==> src/hdl/fpAddPkg.sv <==
`default_nettype none

package fpAddPkg;

    // field widths of an IEEE single-precision word
    parameter int FpWidth = 32;
    parameter int ExpWidth = 8;
    parameter int ManWidth = 23;
    // mantissa plus hidden bit
    parameter int SigWidth = ManWidth + 1;
    // wide enough to hold a count of SigWidth
    parameter int LzcWidth = 5;

    typedef logic [FpWidth-1:0] fpWordT;
    typedef logic [ExpWidth-1:0] expT;
    typedef logic [ManWidth-1:0] manT;
    typedef logic [SigWidth-1:0] sigT;
    typedef logic [LzcWidth-1:0] lzcT;

    // default lane constants
    parameter fpWordT FpOne = 32'h3f80_0000;
    parameter fpWordT FpMinusOne = 32'hbf80_0000;

    // valid_i to done_o, in clock cycles
    // split 1, lane 4, normalize 1
    parameter int PipeDepth = 6;

endpackage

`default_nettype wire

==> src/hdl/leadZeroCount.sv <==
`timescale 1ns/1ps
`default_nettype none

module leadZeroCount import fpAddPkg::*; (
    input  sigT sig_i,
    output lzcT count_o
);

    // scan up from the lsb, the highest set bit gets the last word
    always_comb begin
        // all-zero input
        count_o = lzcT'(SigWidth);
        for (int i = 0; i < SigWidth; i++) begin
            if (sig_i[i]) begin
                count_o = lzcT'(SigWidth - 1 - i);
            end
        end
    end

endmodule

`default_nettype wire

==> src/hdl/fpOperandSplit.sv <==
`timescale 1ns/1ps
`default_nettype none

module fpOperandSplit import fpAddPkg::*; (
    input  logic   clk_i,
    input  logic   rstn_i,
    input  logic   valid_i,
    input  fpWordT a_i,
    output logic   aSign_o,
    output expT    aExp_o,
    output sigT    aSig_o,
    output logic   vld_o
);

    // raw fields of the incoming word
    expT aExp;
    manT aMan;
    logic aNormal;

    assign aExp = a_i[FpWidth-2 -: ExpWidth];
    assign aMan = a_i[ManWidth-1:0];
    // biased exponent 0 means zero or denormal, both flushed
    assign aNormal = |aExp;

    // stage 1 valid
    always_ff @(posedge clk_i or negedge rstn_i) begin
        if (!rstn_i) begin
            vld_o <= 1'b0;
        end else begin
            vld_o <= valid_i;
        end
    end

    // stage 1 fields, loaded only with a new operand
    always_ff @(posedge clk_i) begin
        if (valid_i) begin
            aSign_o <= a_i[FpWidth-1];
            aExp_o <= aExp;
            // hidden bit follows the exponent, mantissa cleared on flush
            aSig_o <= aNormal ? {1'b1, aMan} : '0;
        end
    end

endmodule

`default_nettype wire

==> src/hdl/fpConstAddLane.sv <==
`timescale 1ns/1ps
`default_nettype none

module fpConstAddLane import fpAddPkg::*; #(
    parameter fpWordT LaneConst = FpOne
) (
    input  logic            clk_i,
    input  logic            rstn_i,
    input  logic            aSign_i,
    input  expT             aExp_i,
    input  sigT             aSig_i,
    input  logic            vld_i,
    output logic            sign_o,
    output expT             bigExp_o,
    output logic [SigWidth:0] sum_o,
    output logic            vld_o
);

    // constant fields, always a normal number so hidden bit is 1
    localparam logic KSign = LaneConst[FpWidth-1];
    localparam expT KExp = LaneConst[FpWidth-2 -: ExpWidth];
    localparam sigT KSig = {1'b1, LaneConst[ManWidth-1:0]};

    logic aBig;
    logic vld2, vld3, vld4;

    logic sign2, sub2;
    expT  bigExp2, smallExp2;
    sigT  bigSig2, smallSig2;

    logic sign3, sub3;
    expT  bigExp3, expDiff3;
    sigT  bigSig3, smallSig3;

    logic sign4, sub4;
    expT  bigExp4;
    sigT  bigSig4, alignSig4;

    // magnitude compare, exponent first then significand
    // ties go to the constant
    assign aBig = (aExp_i > KExp) | ((aExp_i == KExp) & (aSig_i > KSig));

    // private valid chain, stages 2 to 5
    always_ff @(posedge clk_i or negedge rstn_i) begin
        if (!rstn_i) begin
            vld2 <= 1'b0;
            vld3 <= 1'b0;
            vld4 <= 1'b0;
            vld_o <= 1'b0;
        end else begin
            vld2 <= vld_i;
            vld3 <= vld2;
            vld4 <= vld3;
            vld_o <= vld4;
        end
    end

    // stage 2: swap so the larger magnitude is big
    always_ff @(posedge clk_i) begin
        if (vld_i) begin
            sign2 <= aBig ? aSign_i : KSign;
            sub2 <= aSign_i ^ KSign;
            bigExp2 <= aBig ? aExp_i : KExp;
            smallExp2 <= aBig ? KExp : aExp_i;
            bigSig2 <= aBig ? aSig_i : KSig;
            smallSig2 <= aBig ? KSig : aSig_i;
        end
    end

    // stage 3: exponent difference, never negative after the swap
    always_ff @(posedge clk_i) begin
        if (vld2) begin
            expDiff3 <= bigExp2 - smallExp2;
            sign3 <= sign2;
            sub3 <= sub2;
            bigExp3 <= bigExp2;
            bigSig3 <= bigSig2;
            smallSig3 <= smallSig2;
        end
    end

    // stage 4: align small operand, shifted-out bits are lost
    always_ff @(posedge clk_i) begin
        if (vld3) begin
            alignSig4 <= (expDiff3 >= ExpWidth'(SigWidth)) ? '0 : (smallSig3 >> expDiff3);
            sign4 <= sign3;
            sub4 <= sub3;
            bigExp4 <= bigExp3;
            bigSig4 <= bigSig3;
        end
    end

    // stage 5: add on matching signs, else subtract
    // msb of sum is the carry
    always_ff @(posedge clk_i) begin
        if (vld4) begin
            if (sub4) begin
                sum_o <= {1'b0, bigSig4} - {1'b0, alignSig4};
            end else begin
                sum_o <= {1'b0, bigSig4} + {1'b0, alignSig4};
            end
            sign_o <= sign4;
            bigExp_o <= bigExp4;
        end
    end

endmodule

`default_nettype wire

==> src/hdl/fpNormalizeBank.sv <==
`timescale 1ns/1ps
`default_nettype none

module fpNormalizeBank import fpAddPkg::*; #(
    parameter int NumLanes = 2
) (
    input  logic                            clk_i,
    input  logic                            rstn_i,
    input  logic                            vld_i,
    input  logic   [NumLanes-1:0]           sign_i,
    input  expT    [NumLanes-1:0]           bigExp_i,
    input  logic   [NumLanes-1:0][SigWidth:0] sum_i,
    output fpWordT [NumLanes-1:0]           result_o,
    output logic                            done_o
);

    // end of the valid chain
    always_ff @(posedge clk_i or negedge rstn_i) begin
        if (!rstn_i) begin
            done_o <= 1'b0;
        end else begin
            done_o <= vld_i;
        end
    end

    for (genvar g = 0; g < NumLanes; g++) begin : gLane
        lzcT    lzc;
        sigT    sig;
        sigT    shifted;
        logic   carry;
        fpWordT word;
        fpWordT resultQ;

        assign carry = sum_i[g][SigWidth];
        assign sig = sum_i[g][SigWidth-1:0];

        leadZeroCount i_leadZeroCount (
            .sig_i   (sig),
            .count_o (lzc)
        );

        // hidden bit lands in the msb
        assign shifted = sig << lzc;

        always_comb begin
            if (carry) begin
                // one bit right, lsb truncated
                word = {sign_i[g], bigExp_i[g] + 1'b1, sig[SigWidth-1:1]};
            end else if (sig == '0) begin
                // exact cancellation, always +0
                word = '0;
            end else begin
                word = {sign_i[g], bigExp_i[g] - ExpWidth'(lzc), shifted[ManWidth-1:0]};
            end
        end

        // result holds until the next valid item
        always_ff @(posedge clk_i or negedge rstn_i) begin
            if (!rstn_i) begin
                resultQ <= '0;
            end else if (vld_i) begin
                resultQ <= word;
            end
        end

        assign result_o[g] = resultQ;
    end

endmodule

`default_nettype wire

==> src/hdl/fpAddConstTop.sv <==
`timescale 1ns/1ps
`default_nettype none

module fpAddConstTop import fpAddPkg::*; #(
    parameter int NumLanes = 2,
    // lane 0 sits in the low word
    parameter fpWordT [NumLanes-1:0] LaneConsts = {FpMinusOne, FpOne}
) (
    input  logic                  clk_i,
    input  logic                  rstn_i,
    input  logic                  valid_i,
    input  fpWordT                a_i,
    output fpWordT [NumLanes-1:0] result_o,
    output logic                  done_o
);

    // stage 1 operand, broadcast to every lane
    logic aSign;
    expT  aExp;
    sigT  aSig;
    logic vld1;

    // stage 5, one set per lane
    logic [NumLanes-1:0]             laneSign;
    expT  [NumLanes-1:0]             laneExp;
    logic [NumLanes-1:0][SigWidth:0] laneSum;
    logic [NumLanes-1:0]             laneVld;

    fpOperandSplit i_fpOperandSplit (
        .clk_i   (clk_i),
        .rstn_i  (rstn_i),
        .valid_i (valid_i),
        .a_i     (a_i),
        .aSign_o (aSign),
        .aExp_o  (aExp),
        .aSig_o  (aSig),
        .vld_o   (vld1)
    );

    for (genvar g = 0; g < NumLanes; g++) begin : gLane
        fpConstAddLane #(
            .LaneConst (LaneConsts[g])
        ) i_fpConstAddLane (
            .clk_i    (clk_i),
            .rstn_i   (rstn_i),
            .aSign_i  (aSign),
            .aExp_i   (aExp),
            .aSig_i   (aSig),
            .vld_i    (vld1),
            .sign_o   (laneSign[g]),
            .bigExp_o (laneExp[g]),
            .sum_o    (laneSum[g]),
            .vld_o    (laneVld[g])
        );
    end

    // all lanes run in lockstep, lane 0 valid stands for the rest
    fpNormalizeBank #(
        .NumLanes (NumLanes)
    ) i_fpNormalizeBank (
        .clk_i    (clk_i),
        .rstn_i   (rstn_i),
        .vld_i    (laneVld[0]),
        .sign_i   (laneSign),
        .bigExp_i (laneExp),
        .sum_i    (laneSum),
        .result_o (result_o),
        .done_o   (done_o)
    );

endmodule

`default_nettype wire

==> config.mk <==
export PLATFORM = sky130hd
export DESIGN_NAME = fpAddConstTop
export DESIGN_NICKNAME = d
export VERILOG_FILES = /design/src/hdl/fpAddPkg.sv /design/src/hdl/leadZeroCount.sv /design/src/hdl/fpOperandSplit.sv /design/src/hdl/fpConstAddLane.sv /design/src/hdl/fpNormalizeBank.sv /design/src/hdl/fpAddConstTop.sv
export SDC_FILE = /design/constraint.sdc
export NUM_CORES = 1
export LEC_CHECK = 0
export BUFFER_PORTS_ARGS = -buffer_cell sky130_fd_sc_hd__buf_2
export CAP_MARGIN = 20
export CORE_MARGIN = 2
export CORE_UTILIZATION = 56
export DETAILED_ROUTE_END_ITERATION = 8
export PLACE_DENSITY = 0.77
export SYNTH_ARGS = -nofsm -noshare
export SYNTH_HDL_FRONTEND = slang
export SYNTH_SLANG_ARGS = --single-unit
==> constraint.sdc <==
create_clock -name clk_i -period 3.5 [get_ports clk_i]
set_input_delay 0.525 -clock clk_i [delete_from_list [all_inputs] [get_ports clk_i]]
set_output_delay 0.525 -clock clk_i [all_outputs]
set_load 0.02 [all_outputs]
==> reports/metrics.cfg, run 1 <==
[sta]
period_share_pct=94.9
finalSetupViolations=0
finClkSkew_ns=0.0272
slew_viol_final=0
slew_headroom_pct=38.7
grt_setup_unrepaired=false
period_minus_slack_ns=3.32
worstMarginPinSlew_ns=0.919
fmax_ghz=0.301
hold_viol_final=0
finalSetupTns_ns=0

[route]
drtPass1Iterations=5
drt_iter0_drc=1224
wl_per_cell_um=20.6
viasPerCell=6.09
vias=15600
wl_um=52800
drc_errors=0
postRouteAntennaNets=0

[logic_synthesis]
ys.warnings.count=0
syn_area_um2=20300
synth-async-reset-ratio_pct=19.6
synthCells=1939
synth_nets=2047
yosysUniqueCellTypes=86
synthFlopType=edfxtp_1
ys_seq_area_share_pct=51.2
synth_edf_count=288
ys_seq_elements=358
syn_area_per_cell_um2=10.5

[finish]
layout_common_cells=edfxtp_1, nor2_1, a21oi_1, nand2_1, o21ai_0
layout-drive-gt1-share_pct=15.6
diodes=0
layout_commonest_cell=edfxtp_1
area_delta_synth_final_pct=12.8
finalNetCount=2175
stdcell_count=2557
finish.instance_area_um2=22900

[grt]
grt_overflow=0
top_usage_layer=met2
use_met2_pct=47.7
grt_pass1_wl_um=82500
met3_usage_pct=4.65
grt_use_met1_pct=35.3
antenna_found_initial=0
grt_pass1_vias=15000
gr-usage-all-layers_pct=27.7
grt_max_degree=74

[setup_path]
criticalPathCategory=flop to flop
worstPathArrival_ns=3.63
cp.required_ns=3.80
path_max_fanout=3
cp-end-kind=flop
startpoint_type=flop

[die]
dieHeight_um=195
coreArea_um2=35700
die_area_um2=37800
die_w_um=195
initial_utilization_pct=57.0
floorplan.rows=69
io_pins=100

[placed_design]
dp_hpwl_um=39800
dp_cells=2478
finalWeightedCongestion=0.984
numPortBuffers=99
place_area_um2=21600

[cts]
cts.htree.levels=2
cts_tree=yes
clock_sinks=358
clock_path_buffers=3
clock_latency_ns=0.57
cts.clk_slew.worst_paths_ns=0.06
clock-root-buffer=clkbuf_16
cts_inserted_buffers=38

[pwr]
power.leakage_nw=8.98
ir_worst_vdd_v=0.000503
powerDensity_nw_per_um2=552

[job]
cap_viol_max_count=0

[run_status]
status=complete, no violations

[min_path]
hold_path.class=input port to asynchronous set/reset pin

state kept, by name, indices dropped and copies added (netlist names), 24 cells and up:
register                          flops
gLane.i_fpConstAddLane.alignSig4     24
gLane.i_fpConstAddLane.smallSig2     24
i_fpOperandSplit.aSig_o              24
gLane.i_fpConstAddLane.bigSig4       24
i_fpNormalizeBank.gLane.resultQ      64
gLane.i_fpConstAddLane.sum_o         49
gLane.i_fpConstAddLane.bigSig3       24
gLane.i_fpConstAddLane.bigSig2       24
gLane.i_fpConstAddLane.smallSig3     24
kinds of logic after synthesis:
logic type      Yosys count  share of synthesized area [%]
other cells               1                         0.0184
flops                   358                           51.2
buf+inv                 215                           4.28
fa+ha+maj                73                           4.68
compound gates          512                           16.6
simple gates            604                           14.8
xor+xnor                 64                           2.76
mux                     112                           5.71
synth_stat cells, types with 18 or more instances:
cell type | instances | area, um^2
o21ai_0 | 102 | 510
and2_1 | 86 | 538
nand3_1 | 44 | 220
o221ai_1 | 18 | 158
nand2_1 | 121 | 454
mux2i_1 | 82 | 821
ha_1 | 68 | 851
xnor2_1 | 43 | 377
a31oi_1 | 25 | 156
edfxtp_1 | 288 | 8650
dfrtp_1 | 70 | 1750
nor2b_1 | 23 | 144
a21oi_1 | 129 | 646
a21o_1 | 18 | 135
nor4_1 | 26 | 163
nor2_1 | 179 | 672
nor3_1 | 35 | 175
mux2_2 | 29 | 327
buf_2 | 23 | 115
xor2_1 | 21 | 184
a211oi_1 | 27 | 203
clkbuf_1 | 66 | 248
nand2b_1 | 33 | 206
a22oi_1 | 32 | 240
inv_1 | 99 | 372
o211ai_1 | 20 | 150
metal layers:
metal  vias up  part of all wire (%)
met4         0                   3.1
met5         -                     0
li1       7418                     -
met3       105                   6.3
met1      7452                    42
met2       591                    49
critical path: stages (launching register included):
cell	delay, ns
edfxtp_1	0.41
inv_1	0.11
ha_1	0.31
nor2b_1	0.06
o21ai_0	0.28
and4_1	0.29
o21ai_0	0.11
buf_4	0.17
a211oi_1	0.42
o31ai_1	0.19
a221oi_1	0.37
mux2i_1	0.16
xnor2_1	0.18
per-stage QoR:
| step | hold WS, ns | setup slack, ns | power, mW | utilization, % |
|---|---|---|---|---|
| 2_1_floorplan | 0.229 | 0.204 | 7.60 | - |
| 3_3_place_gp | 0.401 | 0.272 | 8.71 | 60.6 |
| 3_5_place_dp | 0.405 | 0.182 | 8.74 | 60.6 |
| 4_1_cts | 0.0651 | 0.168 | 12.6 | 64.0 |
| 5_1_grt | 0.107 | 0.00760 | 13.2 | 64.3 |
| 6_report | 0.0504 | 0.177 | 12.6 | 64.3 |
where the power goes:
group	internal, mW	switching, mW	total [mW]
Clock	2.17	1.70	3.88
Sequential	5.13	0.407	5.53
Combinational	1.23	2.01	3.23
layout make-up:
class / count / area [um^2]
clock buffers: 46 / 1010
clock inverters: 23 / 199
fillers: 2831 / 12700
inverters: 106 / 398
multi-input cells: 1366 / 9080
flip-flops and latches: 358 / 10400
well taps: 461 / 577
repair buffers: 197 / 1240
worst paths after layout:
check	from	end	slack, ns	cells after the start
min in group clk_i	a_i[31]	i_fpOperandSplit.aSign_o	0.16	1
min	rstn_i	i_fpNormalizeBank.gLane[0].resultQ[17]	0.05	1
max	gLane[1].i_fpConstAddLane.alignSig4[1]	gLane[1].i_fpConstAddLane.sum_o[23]	0.18	12
max in group asynchronous	rstn_i	i_fpNormalizeBank.gLane[1].resultQ[1]	2.52	2
max reg2reg	gLane[1].i_fpConstAddLane.alignSig4[1]	gLane[1].i_fpConstAddLane.sum_o[23]	0.18	12
min reg2reg	gLane[1].i_fpConstAddLane.bigSig3[12]	gLane[1].i_fpConstAddLane.bigSig4[12]	0.39	0
what timing repair did:
item	in CTS	in global routing
buffers inserted	0	10
resized for setup	0	5
hold buffers	0	0
setup endpoints to repair	0	5
(Power assumes the default switching activity.)
==> run 2: changes to the inputs <==
--- a/config.mk
+++ b/config.mk
@@ -5,6 +5,7 @@
 export SDC_FILE = /design/constraint.sdc
 export NUM_CORES = 1
 export LEC_CHECK = 0
+export ABC_AREA = 1
 export BUFFER_PORTS_ARGS = -buffer_cell sky130_fd_sc_hd__buf_2
 export CAP_MARGIN = 20
 export CORE_MARGIN = 2
==> run 2 against run 1 <==
Largest power group unchanged. Clock skew about the same. Combinational power decreased by 13%. Hold slack improved by 0.10 ns.
==> reports/metrics.cfg, run 2 <==
[run_status]
status=complete, no violations

[sta]
slew_viol_final=0
fmax_ghz=0.305
whs_ns=0.155
finalSetupViolations=0
period_minus_slack_ns=3.28
finClkSkew_ns=0.0269
setup_ws_ns=0.219
finalSetupTns_ns=0
hold_viol_final=0
period_share_pct=93.8
slew_headroom_pct=34.6
worstMarginPinSlew_ns=0.980

[grt]
gr-usage-all-layers_pct=27.4
grt_max_degree=71
grt_pass1_vias=15000
grt_overflow=0
antenna_found_initial=1
grt_pass1_wl_um=77700

[job]
cap_viol_max_count=0

[setup_path]
criticalPathCategory=flop to flop
startpoint_type=flop
cp-end-kind=flop
cp.required_ns=3.86
rrSetupSlack_ns=0.22
path_max_fanout=3
worstPathArrival_ns=3.64

[pwr]
cellInternalPower_mw=8.37
power_switching_mw=3.91
seqPwrFrac_pct=44.8
p_sw_share_pct=31.8
power.leakage_nw=9.67
powerDensity_nw_per_um2=559
ir_worst_vdd_v=0.000497
clkPwrFrac_pct=32.4
p_comb_share_pct=22.8

[finish]
area_delta_synth_final_pct=12.1
layout-drive-gt1-share_pct=10.7
regMostFlops=i_fpNormalizeBank.gLane.resultQ
fill_cells=2795
finalNetCount=2410
final_util_pct=63.7
layout_common_cells=nand2_1, nand3_1, edfxtp_1, inv_1, nor2_1
diodes=0
multi_input_area_um2=7870
ff_latch_area_um2=10400
layout_commonest_cell=nand2_1
largest_register_ff_count=64
biggestRegsByFlops=i_fpNormalizeBank.gLane.resultQ: 64 flops, gLane.i_fpConstAddLane.sum_o: 49 flops
stdcell_count=2788

[logic_synthesis]
synth_top_area_cell=edfxtp_1
yosysTopAreaCellShare_pct=44.2
synth_area_leaders=edfxtp_1, dfrtp_1, nand2_1
ys.warnings.count=0
syn_area_per_cell_um2=8.87
synth-async-reset-ratio_pct=19.6
synth_nets=2316
synth.most_common_cell=nand2_1
synth_edf_count=288
synthTopCellsByCount=nand2_1, nand3_1, edfxtp_1
ys_seq_area_share_pct=53.1
ys_seq_elements=358
yosysUniqueCellTypes=53
synthCells=2208
syn_area_um2=19600
synthFlopType=edfxtp_1

[cts]
clock_path_buffers=3
clock_latency_ns=0.57
cts.clk_slew.worst_paths_ns=0.06
clock_sinks=358
cts_tree=yes
cts_inserted_buffers=39
cts.htree.levels=2
clock-root-buffer=clkbuf_16

[die]
floorplan.rows=68
io_pins=100
die_area_um2=36500
initial_utilization_pct=56.8
coreArea_um2=34500
die_w_um=191
dieHeight_um=191

[placed_design]
numPortBuffers=99
dp_slack_ns=0.0943
finalWeightedCongestion=0.933
dp_cells=2710
dp_hpwl_um=36600

[route]
drc_errors=0
drt_iter0_drc=1320
viasPerCell=5.64
drtPass1Iterations=6
postRouteAntennaNets=0
wl_um=49000
vias=15700
wl_per_cell_um=17.6

[min_path]
hold_path.class=input port to flop

## run 2: cell count changes in the layout (fill, tap and decap cells not counted), moves of 51 or more
| cell | delta |
|---|---|
| nand2_1 | +297 |
| mux2i_1 | -79 |
| buf_4 | -51 |
| and2_1 | -86 |
| inv_1 | +150 |
| nand3_1 | +265 |
## run 2: critical path, stage by stage (launching register included)
cell and delay (ns):
edfxtp_1 0.43, inv_1 0.11, ha_1 0.36, o31ai_4 0.32, nand3_1 0.12, nand2_1 0.13
nand3_1 0.08, nand2_1 0.10, nand3_1 0.10, nand2_1 0.11, nand2_1 0.06, nand2_1 0.09
nand2_1 0.07, nand2_1 0.12, a21oi_2 0.10, o21ai_2 0.21, nand3_1 0.10, nand2_1 0.09
xor2_1 0.22, nand2_1 0.09, o21ai_0 0.11
## run 2: power groups by stage
stage,combinational (mW),clock [mW],sequential (mW)
2_1_floorplan,1.81,0,5.61
3_3_place_gp,2.70,0,5.58
3_5_place_dp,2.72,0,5.59
4_1_cts,2.74,4.05,5.51
5_1_grt,3.15,4.20,5.55
6_report,2.81,3.98,5.50
## run 2: worst paths after layout
kind                                                        start                                     to  cells past startpoint
max                        gLane[1].i_fpConstAddLane.alignSig4[1]    gLane[0].i_fpConstAddLane.sum_o[21]                     20
min                                                       a_i[31]               i_fpOperandSplit.aSign_o                      1
max reg2reg                gLane[1].i_fpConstAddLane.alignSig4[1]    gLane[0].i_fpConstAddLane.sum_o[21]                     20
min reg2reg                  gLane[1].i_fpConstAddLane.bigExp4[0]  gLane[1].i_fpConstAddLane.bigExp_o[0]                      0
max in group asynchronous                                  rstn_i  i_fpNormalizeBank.gLane[0].resultQ[1]                      4
min in group asynchronous                                  rstn_i  i_fpNormalizeBank.gLane[1].resultQ[4]                      3
## run 2: metal layers
metal | part of all wire (%) | track usage (%) | wire (um) | vias to the layer above
li1 | - | - | - | 7676
met1 | 42 | 35.5 | 20400 | 7357
met2 | 48 | 45.3 | 23600 | 574
met3 | 6.0 | 3.73 | 2940 | 119
met4 | 4.4 | 13.4 | 2170 | 0
met5 | 0 | 0 | 0 | -
## run 2: layout make-up
type	count	share of cell area, %
flip-flops and latches	358	47.4
multi-input cells	1494	35.8
clock buffers	52	4.77
inverters	261	4.46
repair buffers	148	4.06
well taps	455	2.59
clock inverters	20	0.872
## run 2: through the flow
stage	power (mW)	cell area (um^2)
6_report	12.3	22000
4_1_cts	12.3	21800
5_1_grt	12.9	22000
3_5_place_dp	8.31	20600
2_1_floorplan	7.42	19600
3_3_place_gp	8.27	20600
## run 2: cell families after synthesis
logic type	share of synthesized area, %
AND/OR/NAND/NOR	21.3
AO/OA/AOI/OAI	10.6
flip-flops	53.1
buffers and inverters	7.07
adder cells (fa/ha/maj)	4.86
XOR/XNOR	2.77
multiplexers	0.268
other	0.0192
## run 2: what timing repair did
action                     in CTS  in global routing
hold endpoints to repair       53                  0
setup endpoints to repair       0                 14
gates resized for setup         0                 15
hold buffers                    1                  0
setup buffers                   0                  4
